==> config.mk <==
export PLATFORM = sky130hd
export DESIGN_NAME = exec_alu
export DESIGN_NICKNAME = d
export VERILOG_FILES = /design/src/logic/cpu_types_pkg.sv /design/src/logic/exec_alu.sv
export VERILOG_INCLUDE_DIRS = /design/src /design/src/logic
export SDC_FILE = /design/constraint.sdc
export NUM_CORES = 1
export LEC_CHECK = 0
export BUFFER_PORTS_ARGS = -buffer_cell sky130_fd_sc_hd__buf_4
export CORE_MARGIN = 4
export CORE_UTILIZATION = 40
export DETAILED_ROUTE_END_ITERATION = 6
export GPL_TIMING_DRIVEN = 1
export PLACE_DENSITY_LB_ADDON = 0.12
export RECOVER_POWER = 25
export SLEW_MARGIN = 10
export SYNTH_ARGS = -nofsm -noshare
export SYNTH_HDL_FRONTEND = slang
export SYNTH_SLANG_ARGS = --single-unit
==> constraint.sdc <==
create_clock -name vclk -period 9.04
set_input_delay 0.452 -clock vclk [all_inputs]
set_output_delay 0.452 -clock vclk [all_outputs]
set_load 0.02 [all_outputs]
==> src/logic/cpu_settings.svh <==
`ifndef CPU_SETTINGS_SVH
`define CPU_SETTINGS_SVH

// Datapath widths
`define XLEN          32
`define REG_IDX_W     5
`define ROB_IDX_W     4

// Data RAM and the one-line tag model
`define DMEM_WORDS    256
`define LINE_WORDS    4
`define REFILL_CYCLES 3

`endif

==> src/logic/cpu_types_pkg.sv <==
`default_nettype none

`include "cpu_settings.svh"

package cpu_types_pkg;

    typedef logic [`XLEN-1:0]      word_t;
    typedef logic [`REG_IDX_W-1:0] reg_idx_t;
    typedef logic [`ROB_IDX_W-1:0] rob_idx_t;
    typedef logic [2:0]            funct3_t;
    typedef logic [2:0]            instr_class_t;

    // Instruction classes as delivered by issue
    localparam instr_class_t ALU    = 3'd0;
    localparam instr_class_t LOAD   = 3'd1;
    localparam instr_class_t STORE  = 3'd2;
    localparam instr_class_t BRANCH = 3'd3;
    // Writes pc+4 and always redirects
    localparam instr_class_t JUMP   = 3'd4;

endpackage

`default_nettype wire

==> src/logic/exec_alu.sv <==
`default_nettype none

module exec_alu (
    input  wire cpu_types_pkg::word_t         op_a,
    input  wire cpu_types_pkg::word_t         op_b,
    input  wire cpu_types_pkg::word_t         pc,
    input  wire cpu_types_pkg::word_t         imm,
    input  wire cpu_types_pkg::funct3_t       funct3,
    input  wire                               alt_op,
    input  wire cpu_types_pkg::instr_class_t  iclass,
    output cpu_types_pkg::word_t              alu_out,
    output cpu_types_pkg::word_t              new_pc,
    output logic                              branch_taken
);

    cpu_types_pkg::word_t pc_plus4;
    cpu_types_pkg::word_t pc_target;
    cpu_types_pkg::word_t base_sum;
    cpu_types_pkg::word_t alu_res;
    logic                 cond;

    assign pc_plus4  = pc + cpu_types_pkg::word_t'(4);
    assign pc_target = pc + imm;
    assign base_sum  = op_a + imm;

    // Register-register operations
    always_comb begin
        case (funct3)
            3'b000:  alu_res = alt_op ? op_a - op_b : op_a + op_b;
            3'b001:  alu_res = op_a << op_b[4:0];
            3'b010:  alu_res = cpu_types_pkg::word_t'($signed(op_a) < $signed(op_b));
            3'b011:  alu_res = cpu_types_pkg::word_t'(op_a < op_b);
            3'b100:  alu_res = op_a ^ op_b;
            3'b101:  alu_res = alt_op ? cpu_types_pkg::word_t'($signed(op_a) >>> op_b[4:0])
                                      : op_a >> op_b[4:0];
            3'b110:  alu_res = op_a | op_b;
            default: alu_res = op_a & op_b;
        endcase
    end

    // Branch condition
    always_comb begin
        case (funct3)
            3'b000:  cond = (op_a == op_b);
            3'b001:  cond = (op_a != op_b);
            3'b100:  cond = ($signed(op_a) < $signed(op_b));
            3'b101:  cond = ($signed(op_a) >= $signed(op_b));
            3'b110:  cond = (op_a < op_b);
            3'b111:  cond = (op_a >= op_b);
            default: cond = 1'b0;
        endcase
    end

    always_comb begin
        alu_out      = '0;
        new_pc       = pc_plus4;
        branch_taken = 1'b0;
        case (iclass)
            cpu_types_pkg::ALU: alu_out = alu_res;
            cpu_types_pkg::LOAD, cpu_types_pkg::STORE: alu_out = base_sum;
            cpu_types_pkg::BRANCH: begin
                branch_taken = cond;
                new_pc       = cond ? pc_target : pc_plus4;
            end
            cpu_types_pkg::JUMP: begin
                alu_out      = pc_plus4;
                new_pc       = base_sum & ~cpu_types_pkg::word_t'(1);
                branch_taken = 1'b1;
            end
            default: alu_out = '0;
        endcase
    end

endmodule

`default_nettype wire

==> metrics.md <==
| Metric | Value |
|---|---|
| Final net count | `2,332` |
| Effective utilization at floorplan | `0.4054` |
| Global-route wire length before repair | `92,660 µm` |
| Hold_sp | `pc[0]` |
| Setup violations, final | `0` |
| Ports placed on the boundary | `200` |
| Leakage Power | `0.006431 µW` |
| Post-CTS Resized | `0` |
| Max Freq | `151.7 MHz` |
| Width of the die | `189.6 µm` |
| Kind of end point of the critical path | `output port` |
| Max FO, Critical Path | `47` |
| Area of the die | `0.03595 mm²` |
| Number of DRC markers after the initial detailed-route iteration | `2,097` |
| DP Cell Count | `2,471` |
| Worst slew margin | `-0.9229` |
| Number of detailed-routing iterations run before antenna repair | `7` |
| Remaining antenna violation count after routing | `0` |
| Wire length on met1 | `26,390 µm` |
| Startpoint type of the worst setup path | `input pin` |
| Layout cells sized above 1 | `0.1454` |
| Grt ovf | `0` |
| Post-Synthesis Cells | `1,940` |
| Global router's overall resource usage | `0.3254` |
| Maximum number of pins on one net before global-route repair | `64` |
| Core Region | `0.03254 mm²` |
| Number of distinct standard cells referenced by the synthesized netlist | `85` |
| Met2 Routed Length | `26,680 µm` |
| Via density per instance | `6.549` |
| Weighted congestion reported at the end of routability-driven placement | `1.045` |
| Pins over their slew limit | `48` |
| Number of antenna violations at the first check in global routing | `0` |
| Routed wire length per instance | `25.20 µm` |
| Violated checks | `capacitance limit, slew limit` |
| Final instance count without filler cells | `2,471` |
| Power density of the placed cells | `75.19 mW/mm²` |
| Crit path required time | `8.59 ns` |
| Uppermost metal layer occupied by signal nets | `met4` |
| Max-cap violations | `1` |
| Final clock period utilization by the worst path | `0.7290` |
| Worst min-delay path category | `input pin to output port` |
| Net count after synthesis | `2,241` |
| Actual transition at the worst max-transition pin | `2.884 ns` |
| Vias after detailed routing | `16,180` |
| Worst Hold Depth | `4` |
| Buffers on Ports | `200` |
| Total Negative Setup Slacks | `0 ns` |
| DRT Wirelength | `62,260 µm` |
| Mapped Avg Cell Area | `6.800 µm²` |
| FF/Latch Area | `0 µm²` |
| Cell taking the most area after synthesis | `ha_1` |
| Post-Syn Area | `0.01319 mm²` |
| Top post-synthesis cells by area | `ha_1 (15%), mux4_2 (7.0%), a21oi_1 (7.0%)` |
| Status | `finished, violations left` |
| Arrival time worst endpoint | `6.14 ns` |
| Detail Placement HPWL | `49,160 µm` |
| Count of buffers added by post-CTS timing repair for setup | `0` |
| Portion of synthesized cell area occupied by the leading cell type | `0.1537` |
| Height of the chip | `189.6 µm` |
| Total DRC errors in the routed layout | `0` |
| Maximum VDD drop | `0.00003327 V` |
| CP Class | `input pin to output port` |
| Number of rows created at floorplan | `66` |
| Layout filler cell count | `3,474` |
| Number of hold violations in the final report | `0` |
| End of the worst hold path | `new_pc[0]` |
| Clock buffers | `0` |
| Final critical-path setup slack | `2.450 ns` |
| WL met3 | `7062 µm` |
| Clock period minus worst slack | `6.590 ns` |
| Final standard cell utilization of the core | `0.4545` |
| FF+latch count | `0` |
| Post-synthesis sequential area ratio | `0` |
| Number of diodes | `0` |
| Yosys warning total | `0` |
| Area overhead of the layout relative to synthesis | `12.11%` |
| Post-Place Worst Slack | `3.871 ns` |
| Setup repair after global routing missed its margin | `false` |
| Post-CTS Hold Fix Bufs | `0` |
| Vias in the first global route | `15,130` |
report_power, final:
| part | total [µW] | leakage, µW | switching (µW) | internal [µW] |
|---|---|---|---|---|
| combinational | 1110 | 0.00643 | 695 | 417 |
| clock | 0 | 0 | 0 | 0 |
| sequential | 0 | 0 | 0 | 0 |
cell type report:
cell class                      count  area (µm²)  area share
Tap cell                          442       553.0     0.03739
Multi-Input combinational cell   1688       12170      0.8230
Inverter                          121       454.2     0.03071
Timing Repair Buffer              220        1610      0.1089
critical path, stage by stage:
cell and delay (ns):
buf_4 0.43, clkbuf_1 2.09, nor2b_1 0.21, a21oi_1 0.55
nand2_1 0.10, o21ai_0 0.32, o22ai_1 0.29, a221oi_1 0.31
nor2_1 0.15, a221oi_1 0.70, o21ai_0 0.27, buf_4 0.23
worst max path at each step:
stage            start           to  slack (ns)  cells past startpoint
5_1_grt        op_b[0]  alu_out[11]        2.17                     12
6_report       op_b[0]  alu_out[11]        2.45                     12
4_1_cts        op_b[2]    new_pc[2]        3.84                     16
2_1_floorplan  op_b[2]  alu_out[24]        4.12                     17
3_3_place_gp   op_b[2]   new_pc[26]        3.95                     16
3_5_place_dp   op_b[2]    new_pc[2]        3.87                     16
placed cells by master, fill, tap and decap left out, types with 10 or more instances in the layout:
cell type and count:
a22oi_1 25, o21bai_1 12, a211oi_1 28, xnor2_1 73, nor2_1 163, o211ai_1 29
or3_1 14, a31oi_1 14, nor3_1 41, and3_1 14, ha_1 162, a211o_1 11
nor4_1 10, nand3_1 41, xor2_1 44, mux2i_1 53, o22ai_1 16, and2_1 14
a221oi_1 15, nand2b_1 25, inv_1 117, o21ai_0 171, a221o_1 11, buf_4 209
a21oi_1 184, o221ai_1 31, a21o_1 38, clkbuf_1 11, o31ai_1 12, nor2b_1 11
nand4_1 12, a21boi_0 11, o21ai_1 12, mux4_2 41, a22o_1 25, nand2_1 194
synthesized netlist by cell type (all sizes together), types with 28 or more instances:
| master | count |
|---|---|
| nor2 | 164 |
| buf | 48 |
| ha | 162 |
| xnor2 | 73 |
| o21ai | 184 |
| clkbuf | 83 |
| mux4 | 41 |
| a211oi | 28 |
| o221ai | 31 |
| a21oi | 188 |
| o211ai | 30 |
| mux2i | 53 |
| nand3 | 41 |
| nor3 | 43 |
| inv | 121 |
| nand2 | 194 |
| a21o | 38 |
| xor2 | 44 |
per-layer routing:
metal,vias up,GRT usage
met5,-,0
met4,0,0.09126
met3,127,0.05138
met2,1038,0.5070
met1,7605,0.4661
li1,7413,-
cells by family after synthesis:
group,share of synthesized area
adder cells (fa/ha/maj),0.1597
AO/OA/AOI/OAI,0.3661
multiplexers,0.1205
buffers and inverters,0.07787
AND/OR/NAND/NOR,0.1981
XOR/XNOR,0.07768
through the flow:
stage	total power, µW	hold WS (ns)	cell area, µm²
global placement	1083	1.261	14830
CTS	1087	1.270	14830
floorplan	710.9	1.075	13190
global route	1189	1.308	14790
finish	1112	1.276	14790
detailed placement	1082	1.270	14830
Power figures use the tool's default switching activity.
